===== src/cond_loader_settings.svh =====
// -----------------------------------------------
// Widths, FIFO depth and reset-busy length
// -----------------------------------------------
`ifndef COND_LOADER_SETTINGS_SVH
`define COND_LOADER_SETTINGS_SVH

// Sequence geometry and data word
`define COND_SEQ_WIDTH        16
`define COND_DATA_WIDTH       32
`define COND_OFFSET_WIDTH     8
`define COND_NUM_FIELDS       4
`define COND_OP_WIDTH         4

// Output FIFO
`define COND_FIFO_DEPTH       16
`define COND_PROG_THRESH      8
`define COND_RST_BUSY_CYCLES  4

// Route ID field widths
`define COND_CU_BITS          4
`define COND_BUNDLE_BITS      4
`define COND_LANE_BITS        4
`define COND_ENGINE_BITS      4
`define COND_MODULE_BITS      4

`endif

===== src/cond_loader_pkg.sv =====
// -----------------------------------------------
// Response, configuration and status types
// Data-word union with flags, route, engine views
// -----------------------------------------------
`include "cond_loader_settings.svh"

package cond_loader_pkg;

    typedef struct packed {
        logic                          valid;
        logic [`COND_OFFSET_WIDTH-1:0] offset;
        logic [`COND_DATA_WIDTH-1:0]   data;
    } mem_response_t;

    typedef struct packed {
        logic [`COND_CU_BITS-1:0]     id_cu;
        logic [`COND_BUNDLE_BITS-1:0] id_bundle;
        logic [`COND_LANE_BITS-1:0]   id_lane;
        logic [`COND_ENGINE_BITS-1:0] id_engine;
        logic [`COND_MODULE_BITS-1:0] id_module;
    } cond_route_t;

    // Last member sits at bit 0
    typedef struct packed {
        logic conditional_flag;
        logic ternary_flag;
        logic continue_flag;
        logic filter_pass;
        logic filter_post;
        logic break_pass;
        logic break_flag;
    } cond_flags_t;

    // ------------------------------------------------
    // Views of one configuration data word
    // ------------------------------------------------
    typedef struct packed {
        logic [`COND_DATA_WIDTH-$bits(cond_flags_t)-1:0] unused;
        cond_flags_t                                     flags;
    } cond_flags_view_t;

    typedef struct packed {
        logic [`COND_DATA_WIDTH-`COND_CU_BITS-`COND_BUNDLE_BITS-`COND_LANE_BITS-1:0] unused;
        logic [`COND_LANE_BITS-1:0]   id_lane;
        logic [`COND_BUNDLE_BITS-1:0] id_bundle;
        logic [`COND_CU_BITS-1:0]     id_cu;
    } cond_route_view_t;

    typedef struct packed {
        logic [`COND_DATA_WIDTH-2*(`COND_ENGINE_BITS+`COND_MODULE_BITS)-1:0] unused;
        logic [`COND_MODULE_BITS-1:0] else_module;
        logic [`COND_ENGINE_BITS-1:0] else_engine;
        logic [`COND_MODULE_BITS-1:0] if_module;
        logic [`COND_ENGINE_BITS-1:0] if_engine;
    } cond_engine_view_t;

    typedef union packed {
        cond_flags_view_t  flags_view;
        cond_route_view_t  route_view;
        cond_engine_view_t engine_view;
    } cond_word_u;

    // ------------------------------------------------
    // Configuration record and loader outputs
    // ------------------------------------------------
    typedef struct packed {
        logic [`COND_OP_WIDTH-1:0]                      operation;
        logic [`COND_NUM_FIELDS-1:0]                    filter_mask;
        logic [`COND_NUM_FIELDS-1:0]                    const_mask;
        logic [`COND_DATA_WIDTH-1:0]                    const_value;
        logic [`COND_NUM_FIELDS*`COND_NUM_FIELDS-1:0]   ops_mask;
        cond_flags_t                                    flags;
        cond_route_t                                    route_if;
        cond_route_t                                    route_else;
    } cond_config_t;

    typedef struct packed {
        logic         valid;
        cond_config_t payload;
    } cond_config_out_t;

    typedef struct packed {
        logic full;
        logic empty;
        logic prog_full;
    } fifo_status_t;

endpackage


===== src/cond_config_loader.sv =====
// -----------------------------------------------
// Filter-condition config loader top level
// -----------------------------------------------
`timescale 1ns/1ps
`include "cond_loader_settings.svh"

module cond_config_loader #(
    parameter int ID_RELATIVE = 0
) (
    input  logic                              ap_clk,
    input  logic                              areset_fifo,
    input  cond_loader_pkg::mem_response_t    response_in,
    input  logic                              config_rd_en,
    output cond_loader_pkg::cond_config_out_t config_out,
    output cond_loader_pkg::fifo_status_t     fifo_status,
    output logic                              setup_busy
);

    import cond_loader_pkg::*;

    // Filter to tracker and decoder
    logic                               word_valid;
    logic                               word_first;
    logic [`COND_DATA_WIDTH-1:0]        word_data;

    // Tracker to decoder
    logic [$clog2(`COND_SEQ_WIDTH)-1:0] word_index;
    logic                               index_valid;
    logic                               seq_done;

    // Decoder to FIFO
    logic                               push_valid;
    cond_config_t                       push_config;

    cond_window_filter #(
        .ID_RELATIVE (ID_RELATIVE)
    ) cond_window_filter_i (
        .ap_clk      (ap_clk),
        .areset_fifo (areset_fifo),
        .response_in (response_in),
        .word_valid  (word_valid),
        .word_first  (word_first),
        .word_data   (word_data)
    );

    cond_seq_tracker cond_seq_tracker_i (
        .ap_clk      (ap_clk),
        .areset_fifo (areset_fifo),
        .word_valid  (word_valid),
        .word_first  (word_first),
        .word_index  (word_index),
        .index_valid (index_valid),
        .seq_done    (seq_done)
    );

    cond_field_decoder cond_field_decoder_i (
        .ap_clk      (ap_clk),
        .areset_fifo (areset_fifo),
        .word_data   (word_data),
        .word_index  (word_index),
        .index_valid (index_valid),
        .seq_done    (seq_done),
        .push_valid  (push_valid),
        .push_config (push_config)
    );

    cond_config_fifo cond_config_fifo_i (
        .ap_clk       (ap_clk),
        .areset_fifo  (areset_fifo),
        .push_valid   (push_valid),
        .push_config  (push_config),
        .config_rd_en (config_rd_en),
        .config_out   (config_out),
        .fifo_status  (fifo_status),
        .setup_busy   (setup_busy)
    );

endmodule


===== src/cond_config_fifo.sv =====
// -----------------------------------------------
// Config record FIFO with status and reset-busy
// -----------------------------------------------
`timescale 1ns/1ps
`include "cond_loader_settings.svh"

module cond_config_fifo (
    input  logic                              ap_clk,
    input  logic                              areset_fifo,
    input  logic                              push_valid,
    input  cond_loader_pkg::cond_config_t     push_config,
    input  logic                              config_rd_en,
    output cond_loader_pkg::cond_config_out_t config_out,
    output cond_loader_pkg::fifo_status_t     fifo_status,
    output logic                              setup_busy
);

    import cond_loader_pkg::*;

    localparam int PTR_W  = $clog2(`COND_FIFO_DEPTH);
    localparam int CNT_W  = PTR_W + 1;
    localparam int BUSY_W = $clog2(`COND_RST_BUSY_CYCLES + 1);

    cond_config_t      fifo_mem [`COND_FIFO_DEPTH];
    logic [PTR_W-1:0]  wr_ptr;
    logic [PTR_W-1:0]  rd_ptr;
    logic [CNT_W-1:0]  fifo_count;
    logic [BUSY_W-1:0] busy_count;
    logic              push_accept;
    logic              pop_accept;

    // ------------------------------------------------
    // Reset-busy window
    // ------------------------------------------------
    always_ff @(posedge ap_clk) begin
        if (areset_fifo) begin
            busy_count <= BUSY_W'(`COND_RST_BUSY_CYCLES);
        end else if (busy_count != '0) begin
            busy_count <= busy_count - 1'b1;
        end
    end

    assign setup_busy = (busy_count != '0);

    // Flags come straight from the occupancy count
    assign fifo_status.empty     = (fifo_count == '0);
    assign fifo_status.full      = (fifo_count == CNT_W'(`COND_FIFO_DEPTH));
    assign fifo_status.prog_full = (fifo_count >= CNT_W'(`COND_PROG_THRESH));

    // Push when full or busy is lost, read enable is sampled at this edge
    assign push_accept = push_valid & ~fifo_status.full & ~setup_busy;
    assign pop_accept  = config_rd_en & ~fifo_status.empty & ~setup_busy;

    // ------------------------------------------------
    // Pointers and occupancy
    // ------------------------------------------------
    always_ff @(posedge ap_clk) begin
        if (areset_fifo) begin
            wr_ptr     <= '0;
            rd_ptr     <= '0;
            fifo_count <= '0;
        end else begin
            if (push_accept) begin
                wr_ptr <= wr_ptr + 1'b1;
            end
            if (pop_accept) begin
                rd_ptr <= rd_ptr + 1'b1;
            end
            case ({push_accept, pop_accept})
                2'b10:   fifo_count <= fifo_count + 1'b1;
                2'b01:   fifo_count <= fifo_count - 1'b1;
                default: fifo_count <= fifo_count;
            endcase
        end
    end

    always_ff @(posedge ap_clk) begin
        if (push_accept) begin
            fifo_mem[wr_ptr] <= push_config;
        end
    end

    // Registered read port, valid pulses once per pop
    always_ff @(posedge ap_clk) begin
        if (areset_fifo) begin
            config_out.valid <= 1'b0;
        end else begin
            config_out.valid <= pop_accept;
        end
        if (pop_accept) begin
            config_out.payload <= fifo_mem[rd_ptr];
        end
    end

endmodule


===== src/cond_field_decoder.sv =====
// -----------------------------------------------
// Per-index decode of words into one config record
// -----------------------------------------------
`timescale 1ns/1ps
`include "cond_loader_settings.svh"

module cond_field_decoder (
    input  logic                                ap_clk,
    input  logic                                areset_fifo,
    input  logic [`COND_DATA_WIDTH-1:0]         word_data,
    input  logic [$clog2(`COND_SEQ_WIDTH)-1:0]  word_index,
    input  logic                                index_valid,
    input  logic                                seq_done,
    output logic                                push_valid,
    output cond_loader_pkg::cond_config_t       push_config
);

    import cond_loader_pkg::*;

    localparam int OPS_W = `COND_NUM_FIELDS * `COND_NUM_FIELDS;

    // Word delayed one cycle to meet its index from the tracker
    logic [`COND_DATA_WIDTH-1:0] word_delay;
    cond_word_u                  word_view;
    cond_config_t                config_reg;

    always_ff @(posedge ap_clk) begin
        word_delay <= word_data;
    end

    assign word_view = word_delay;

    // ------------------------------------------------
    // Field decode
    // ------------------------------------------------
    always_ff @(posedge ap_clk) begin
        if (index_valid) begin
            case (word_index)
                0: begin
                    config_reg.operation <= word_delay[`COND_OP_WIDTH-1:0];
                end
                1: begin
                    config_reg.filter_mask <= word_delay[`COND_NUM_FIELDS-1:0];
                end
                2: begin
                    config_reg.const_mask <= word_delay[`COND_NUM_FIELDS-1:0];
                end
                3: begin
                    config_reg.const_value <= word_delay;
                end
                4: begin
                    config_reg.ops_mask <= word_delay[OPS_W-1:0];
                end
                5: begin
                    config_reg.flags <= word_view.flags_view.flags;
                end
                6: begin
                    config_reg.route_if.id_cu     <= word_view.route_view.id_cu;
                    config_reg.route_if.id_bundle <= word_view.route_view.id_bundle;
                    config_reg.route_if.id_lane   <= word_view.route_view.id_lane;
                end
                7: begin
                    config_reg.route_else.id_cu     <= word_view.route_view.id_cu;
                    config_reg.route_else.id_bundle <= word_view.route_view.id_bundle;
                    config_reg.route_else.id_lane   <= word_view.route_view.id_lane;
                end
                // Engine and module IDs of both routes share one word
                8: begin
                    config_reg.route_if.id_engine   <= word_view.engine_view.if_engine;
                    config_reg.route_if.id_module   <= word_view.engine_view.if_module;
                    config_reg.route_else.id_engine <= word_view.engine_view.else_engine;
                    config_reg.route_else.id_module <= word_view.engine_view.else_module;
                end
                // Words 9 to 15 are reserved
                default: begin
                end
            endcase
        end
    end

    // ------------------------------------------------
    // Record hand-off to the FIFO
    // ------------------------------------------------
    always_ff @(posedge ap_clk) begin
        if (areset_fifo) begin
            push_valid <= 1'b0;
        end else begin
            push_valid <= seq_done;
        end
        if (seq_done) begin
            push_config <= config_reg;
        end
    end

endmodule


===== src/cond_seq_tracker.sv =====
// -----------------------------------------------
// Word counter for one configuration sequence
// -----------------------------------------------
`timescale 1ns/1ps
`include "cond_loader_settings.svh"

module cond_seq_tracker (
    input  logic                                ap_clk,
    input  logic                                areset_fifo,
    input  logic                                word_valid,
    input  logic                                word_first,
    output logic [$clog2(`COND_SEQ_WIDTH)-1:0]  word_index,
    output logic                                index_valid,
    output logic                                seq_done
);

    localparam int               IDX_W      = $clog2(`COND_SEQ_WIDTH);
    localparam logic [IDX_W-1:0] LAST_INDEX = IDX_W'(`COND_SEQ_WIDTH - 1);

    logic             seq_active;
    // Index the next in-window word will take
    logic [IDX_W-1:0] word_count;

    // ------------------------------------------------
    // Sequence start, advance and completion
    // ------------------------------------------------
    always_ff @(posedge ap_clk) begin
        if (areset_fifo) begin
            seq_active  <= 1'b0;
            word_count  <= '0;
            word_index  <= '0;
            index_valid <= 1'b0;
            seq_done    <= 1'b0;
        end else begin
            index_valid <= 1'b0;
            seq_done    <= 1'b0;
            if (word_valid) begin
                if (seq_active) begin
                    word_index  <= word_count;
                    index_valid <= 1'b1;
                    word_count  <= word_count + 1'b1;
                    // Last word closes the sequence, counter wraps to 0
                    if (word_count == LAST_INDEX) begin
                        seq_active <= 1'b0;
                        seq_done   <= 1'b1;
                    end
                end else if (word_first) begin
                    word_index  <= '0;
                    index_valid <= 1'b1;
                    word_count  <= IDX_W'(1);
                    seq_active  <= 1'b1;
                end
                // Idle and not at window start, word is dropped
            end
        end
    end

endmodule


===== src/cond_window_filter.sv =====
// -----------------------------------------------
// Response input register and offset-window test
// -----------------------------------------------
`timescale 1ns/1ps
`include "cond_loader_settings.svh"

module cond_window_filter #(
    parameter int ID_RELATIVE = 0
) (
    input  logic                           ap_clk,
    input  logic                           areset_fifo,
    input  cond_loader_pkg::mem_response_t response_in,
    output logic                           word_valid,
    output logic                           word_first,
    output logic [`COND_DATA_WIDTH-1:0]    word_data
);

    import cond_loader_pkg::*;

    // Window covers SEQ_MIN up to but not including SEQ_MAX
    localparam int SEQ_MIN = ID_RELATIVE * `COND_SEQ_WIDTH;
    localparam int SEQ_MAX = SEQ_MIN + `COND_SEQ_WIDTH;

    mem_response_t response_reg;
    logic          in_window;

    // Only the strobe is cleared, offset and data just follow
    always_ff @(posedge ap_clk) begin
        if (areset_fifo) begin
            response_reg.valid <= 1'b0;
        end else begin
            response_reg.valid <= response_in.valid;
        end
        response_reg.offset <= response_in.offset;
        response_reg.data   <= response_in.data;
    end

    assign in_window = (int'(response_reg.offset) >= SEQ_MIN) &&
                       (int'(response_reg.offset) < SEQ_MAX);

    assign word_valid = response_reg.valid & in_window;
    assign word_first = word_valid & (int'(response_reg.offset) == SEQ_MIN);
    assign word_data  = response_reg.data;

endmodule


===== config.mk =====
export PLATFORM = sky130hd
export DESIGN_NAME = cond_config_loader
export DESIGN_NICKNAME = d
export VERILOG_FILES = /design/src/cond_loader_pkg.sv /design/src/cond_config_loader.sv /design/src/cond_config_fifo.sv /design/src/cond_field_decoder.sv /design/src/cond_seq_tracker.sv /design/src/cond_window_filter.sv
export VERILOG_INCLUDE_DIRS = /design/src /design/src/src
export SDC_FILE = /design/constraint.sdc
export NUM_CORES = 2
export LEC_CHECK = 0
export BUFFER_PORTS_ARGS = -buffer_cell sky130_fd_sc_hd__buf_2
export CAP_MARGIN = 25
export CORE_MARGIN = 5
export CORE_UTILIZATION = 50
export DETAILED_ROUTE_END_ITERATION = 16
export PLACE_DENSITY = 0.66
export SETUP_SLACK_MARGIN = 0.15
export SLEW_MARGIN = 10
export SYNTH_ARGS = -nofsm -noshare
export SYNTH_HDL_FRONTEND = slang
export SYNTH_SLANG_ARGS = --single-unit

===== constraint.sdc =====
create_clock -name ap_clk -period 9.9 [get_ports ap_clk]
set_input_delay 2.475 -clock ap_clk [delete_from_list [all_inputs] [get_ports ap_clk]]
set_output_delay 2.475 -clock ap_clk [all_outputs]
set_load 0.02 [all_outputs]

## Yosys cells after proc, flatten, opt, wreduce, memory -nomap -nowiden

Memory sizes are Yosys's and may differ from the RTL's. A register that Yosys moved wholly into a read port is not among the register bits.
Index checks and enable logic that the tools add are counted.

| operators by class | value |
|---|---|
| add/subtract/negate cells | 6 |
| order comparisons | 2 |
| eq/ne operators | 12 |
| mux-type cells | 12 |
| bitwise operators | 11 |
| reduce and logical (&&, ||, !) cells | 18 |

Operator list:

| kind | count |
|---|---|
| AND reduction 2 bit | 10 |
| == test 4 x 3 -> 1 bit, second input constant | 4 |
| two-way mux 4 bit | 4 |
| adder 4 x 1 -> 4 bit, second input constant | 3 |
| one-hot mux 5 bit (2 select lines) | 1 |
| == test 4 x 2 -> 1 bit, second input constant | 2 |
| == test 4 bit, second input constant | 2 |
| zero test 8 bit | 1 |
| less-than comparator 8 x 5 -> 1 bit, second input constant | 1 |
| two-way mux 1 bit | 7 |
| AND 1 bit | 6 |
| adder 5 x 1 -> 5 bit, second input constant | 1 |
| == test 5 bit, second input constant | 1 |
| greater-or-equal comparator 5 x 4 -> 1 bit, second input constant | 1 |
| zero test 5 bit | 1 |
| inverter 1 bit | 5 |
| subtractor 5 x 1 -> 5 bit, second input constant | 1 |
| == test 4 x 1 -> 1 bit, second input constant | 1 |
| zero test 4 bit | 1 |
| nonzero test 2 bit | 2 |
| nonzero test 3 bit | 1 |
| OR reduction 3 bit | 1 |
| subtractor 3 x 1 -> 3 bit, second input constant | 1 |
| == test 2 x 1 -> 1 bit, second input constant | 1 |
| other kinds (2) | 2 |

| word-level totals | value |
|---|---|
| bits in registers | 316 |
| bits in writable memories | 1712 |
| input port bits | 44 |
| output and inout port bits | 112 |
| logic and storage cells | 121 |
| memories kept | 1 |

Memory list:

| name | depth | width | rd ports | clocked after memory_dff | write ports | line | source |
|---|---|---|---|---|---|---|---|
| cond_config_fifo_i.fifo_mem | 16 | 107 | 1 | 1 | 1 | cond_config_fifo.sv:24 | `` cond_config_t fifo_mem [`COND_FIFO_DEPTH]; `` |

## Depth between registers and ports, before layout

| logic depth | value |
|---|---|
| word-level depth | 6 |
| mapped depth | 11 |
| mapped depth without buffers | 11 |

## Hierarchy

Synthesis repeated with hierarchy kept, for this count alone.

| second synthesis, totals | value |
|---|---|
| cell total of the unflattened synthesis | 3233 |
| area total of the unflattened synthesis | 76827.4 sq um |

Modules (own cells, without submodules):

| module | instances | cells each | area each (sq um) | seq. area each (sq um) |
|---|---|---|---|---|
| cond_config_fifo | 1 | 2848 | 68142.9 | 54962.7 |
| cond_field_decoder | 1 | 262 | 7174.4 | 7086.8 |
| cond_window_filter | 1 | 78 | 1099.8 | 820.8 |
| cond_seq_tracker | 1 | 45 | 410.4 | 220.2 |

## Worst setup path before layout

No wires, ideal clock.

| timing | value |
|---|---|
| kind | register -> register |
| start point | register cond_config_fifo_i.busy_count[0] |
| end point | memory cond_config_fifo_i.fifo_mem[0][0] (netlist bit) (enable) |
| setup time | 0.704 ns |
| arrival time | 8.448 ns |
| data required time | 9.196 ns |
| slack | 0.748 ns |
| stages on the path, launching flop included | 7 |
| buffers on the path | 0 |
| period minus slack after synthesis | 9.152 ns |
| path through | dfxtp_1 -> inv_1 -> ha_1 -> nand3b_1 -> a21oi_1 -> nand2_1 -> nor3_1 |

| between the ends | value |
|---|---|
| cells in the longest elaborated chain, start to end | 5 |

Ends and longest elaborated chain:

| item | line | source |
|---|---|---|
| start, declared | cond_config_fifo.sv:28 | `logic [BUSY_W-1:0] busy_count;` |
| start signal, assigned | cond_config_fifo.sv:37 | `` busy_count <= BUSY_W'(`COND_RST_BUSY_CYCLES); `` |
| start signal, assigned | cond_config_fifo.sv:39 | `busy_count <= busy_count - 1'b1;` |
| nonzero test 3 bit | cond_config_fifo.sv:43 | `assign setup_busy = (busy_count != '0);` |
| inverter 1 bit | cond_config_fifo.sv:51 | `assign push_accept = push_valid & ~fifo_status.full & ~setup_busy;` |
| AND 1 bit | cond_config_fifo.sv:51 |  |
| two-way mux 1 bit | cond_config_fifo.sv:78 | `if (push_accept) begin` |
| two-way mux 1 bit (implied by the code) | cond_config_fifo.sv:79 | `fifo_mem[wr_ptr] <= push_config;` |
| end, declared | cond_config_fifo.sv:24 |  |

Every way passes these cells.

==> impl_metrics.yaml <==
outcome:
  outcome: "completed"
worst_hold_path:
  whs_endpoint: "cond_field_decoder_i.word_delay[2]$_DFF_P_"
  whs_path_depth: 0
  hold_start: "cond_window_filter_i.word_data[2]$_DFF_P_"
  hold_path.class: "reg2reg"
die:
  start_util_pct: 50.1
  fp.dieW_microns: 408
  design.die.area_sq_um: 166000
  die_height_microns: 408
  rows: 146
  core-area_sq_um: 158000
  io_pins: 156
setup_path:
  slowest_delay_ns: 0.59
  crit_chain: "or4_4 > nor2_1 > buf_2"
  regToRegSetupSlack_ns: 5.66
  path_class: "reg2out"
  worst_r2r_endpoint: "cond_config_fifo_i.fifo_mem[7][33]$_DFFE_PP_"
  cp.arrival_ns: 2.33
  cp_slowest_cell: "or4_4"
  reg2reg_from: "cond_config_fifo_i.busy_count[0]$_SDFFE_PP0P_"
  path_max_fanout: 5
  required_ns: 7.43
  cp-end-kind: "output pin"
  worst_setup_path_start_kind: "flop"
  reg2regPathDepth: 7
finish:
  syn2layout_area_growth_pct: 12.2
  drive_gt1_share_pct: 22.8
  top_regs: "cond_config_fifo_i.fifo_mem: 1712 flops, cond_config_fifo_i.config_out: 108 flops"
  multiInputGateArea_sq_um: 14800
  largest_reg_flops: 1712
  ff_latch_area_sq_um: 63100
  nFillCells: 11700
  regMostFlops: "cond_config_fifo_i.fifo_mem"
  nets: 3953
  final_cells: 6138
synth:
  synthesis.nets: 3707
  synthFlopType: "edfxtp_1"
  yosys-top-cells-area: "edfxtp_1, mux4_2, mux2i_1"
  ys_seq_area_share_pct: 79.8
  synth_edf_count: 2033
  yosysMostFrequentCell: "edfxtp_1"
  synth_top_cell_by_area: "edfxtp_1"
  synthCells: 3650
  yosys_warnings: 0
  netlist-cell-type-count: 53
  synth_top_cells_by_count: "edfxtp_1, mux2i_1, mux4_2, a221oi_2, nand2_1"
  synth.cell_area_sq_um: 79000
  yosysTopAreaCellShare_pct: 77.3
  synth_area_per_cell_sq_um: 21.7
  ys_async_sr_fraction_pct: 0
  yosys_register_bits: 2135
placement:
  port_buffers: 155
  hpwl_microns: 81700
  pre_cts_slack_ns: 4.41
  gp_congestion: 0.715
  dp_cells: 5756
grt:
  use_met2_pct: 33.7
  grt_pass1_wl_microns: 257000
  grt_usage_pct: 21.1
  use_met3_pct: 4.04
  busiest_layer: "met2"
  grt-ovfl-total: 0
  antenna_found_initial: 13
  use_met1_pct: 30.4
  grt_pass1_vias: 37200
  grt_max_degree: 138
timing:
  maxSlewViolCount: 0
  tns_ns: 0
  rsz0062_at_grt: "no"
  timing.final.crit_share_pct: 48.6
  fin_crit_ns: 4.81
  finalHoldViolCount: 0
  fin_worst_skew_ns: 0.0262
  fmax_mhz: 208
  relSlewSlack_pct: 23.0
  setup_viol: 0
  tightest_slew_ns: 1.16
  fin_ws_ns: 5.09
clock_tree:
  cts.htree.levels: 4
  cts_buffers: 207
  holdBufCountCts: 0
  ctsResizeCount: 0
  path_clk_slew_ns: 0.06
  clkLatencyLatePin_ns: 0.83
  cts_setup_buffers: 0
  numClockSinks: 2135
  clock_tree.buffer_depth: 3
  cts_tree: "built"
  root_buffer: "clkbuf_16"
pwr:
  combinationalPowerShare_pct: 0.3
  vdd_drop_max_mv: 0.149
  pwr-share-seq_pct: 56.2
  power_density_nw_per_um2: 196
  clkPwrFrac_pct: 43.5
  intPower_uw: 14100
  power_uw: 17400
  power.share.switching_pct: 18.8
  power.leakage_uw: 0.0274
  power.switching_uw: 3280
routing:
  first_iter_violations: 3854
  via_per_inst: 6.00
  first_pass_iters: 5
  wl_per_cell_microns: 28.7
  dr_total_vias: 36800
  drcViolationCount: 0
  wl_microns: 176000
  ant_nets: 0
job:
  drv_cap: 0
-- cell type report --
cell class	count	area share [%]
diodes	1	0.00282
clock buffers	275	6.38
clock inverters	103	1.02
inverters	11	0.0607
multi-input cells	1318	16.7
flip-flops and latches	2135	71.2
well taps	2072	2.92
repair buffers	223	1.72
-- cell families after synthesis --
logic type	after synthesis	share of synthesized area, %
xor gates and xnor gates	10	0.111
and+or+nand+nor	193	1.09
DFF	2135	79.8
muxes	647	11.6
adders and majority gates	13	0.215
buffers and inverters	197	1.58
AOI/OAI and AO/OA	455	5.59
-- power groups by stage --
stage	Sequential, uW	Combinational [uW]	Clock, uW
finish	9780	47.5	7570
global route	9780	52.6	8100
CTS	9780	48.0	7710
detailed placement	9970	47.6	0
global placement	9970	43.8	0
floorplan	9960	24.7	0
-- worst max-delay path: cells and delay by family (launching register included) --
kind,cells,cell delay [ns]
simple gates,2,0.90
buf+inv,1,0.24
flops,1,0.36
-- cell usage in the layout (no fill, tap or decap), types with 4 or more instances in the layout --
master     instances
nor3_2             6
a221oi_2         159
inv_1              9
xor2_1             5
clkinv_2          37
mux2i_1          432
nand2b_1           6
o21ai_1           45
clkbuf_1          51
nor2_4            12
bufinv_16         13
buf_4             50
nor2_1            25
o21ai_0           63
edfxtp_1        2033
nand2_1          112
clkbuf_16        212
a22oi_1          107
ha_1              12
a221oi_1          55
clkinv_1          38
mux4_2           214
dfxtp_1           97
clkbuf_8          12
xnor2_1            5
dfxtp_4            5
buf_12            14
a21oi_1            7
inv_6              7
buf_2            155
nor2b_1            4
a22o_1             5
-- layer usage --
| layer | vias to the layer above | wire [microns] |
|---|---|---|
| met5 | - | 0 |
| met3 | 233 | 13100 |
| met2 | 1419 | 84900 |
| li1 | 15800 | - |
| met1 | 19400 | 74900 |
| met4 | 0 | 3560 |
-- per-stage QoR --
step / hold WS, ns / area [sq um] / util, %
5_1_grt: 0.332 / 88700 / 56.2
6_report: 0.324 / 88700 / 56.2
4_1_cts: 0.325 / 88600 / 56.1
3_5_place_dp: 0.312 / 82000 / 52.0
2_1_floorplan: 0.310 / 79000 / -
3_3_place_gp: 0.310 / 82000 / 52.0
-- worst max-delay path by stage --
stage	startpoint	end	cells after the start
2_1_floorplan	cond_config_fifo_i.busy_count[0]$_SDFFE_PP0P_	cond_config_fifo_i.fifo_mem[0][0]$_DFFE_PP_	6
3_3_place_gp	config_rd_en	cond_config_fifo_i.fifo_count[4]$_SDFFE_PP0P_	10
3_5_place_dp	config_rd_en	cond_config_fifo_i.fifo_count[4]$_SDFFE_PP0P_	10
4_1_cts	cond_config_fifo_i.fifo_count[0]$_SDFFE_PP0P_	fifo_status[1]	3
5_1_grt	cond_config_fifo_i.fifo_count[0]$_SDFFE_PP0P_	fifo_status[1]	3
6_report	cond_config_fifo_i.fifo_count[0]$_SDFFE_PP0P_	fifo_status[1]	3
(Power assumes the default switching activity.)
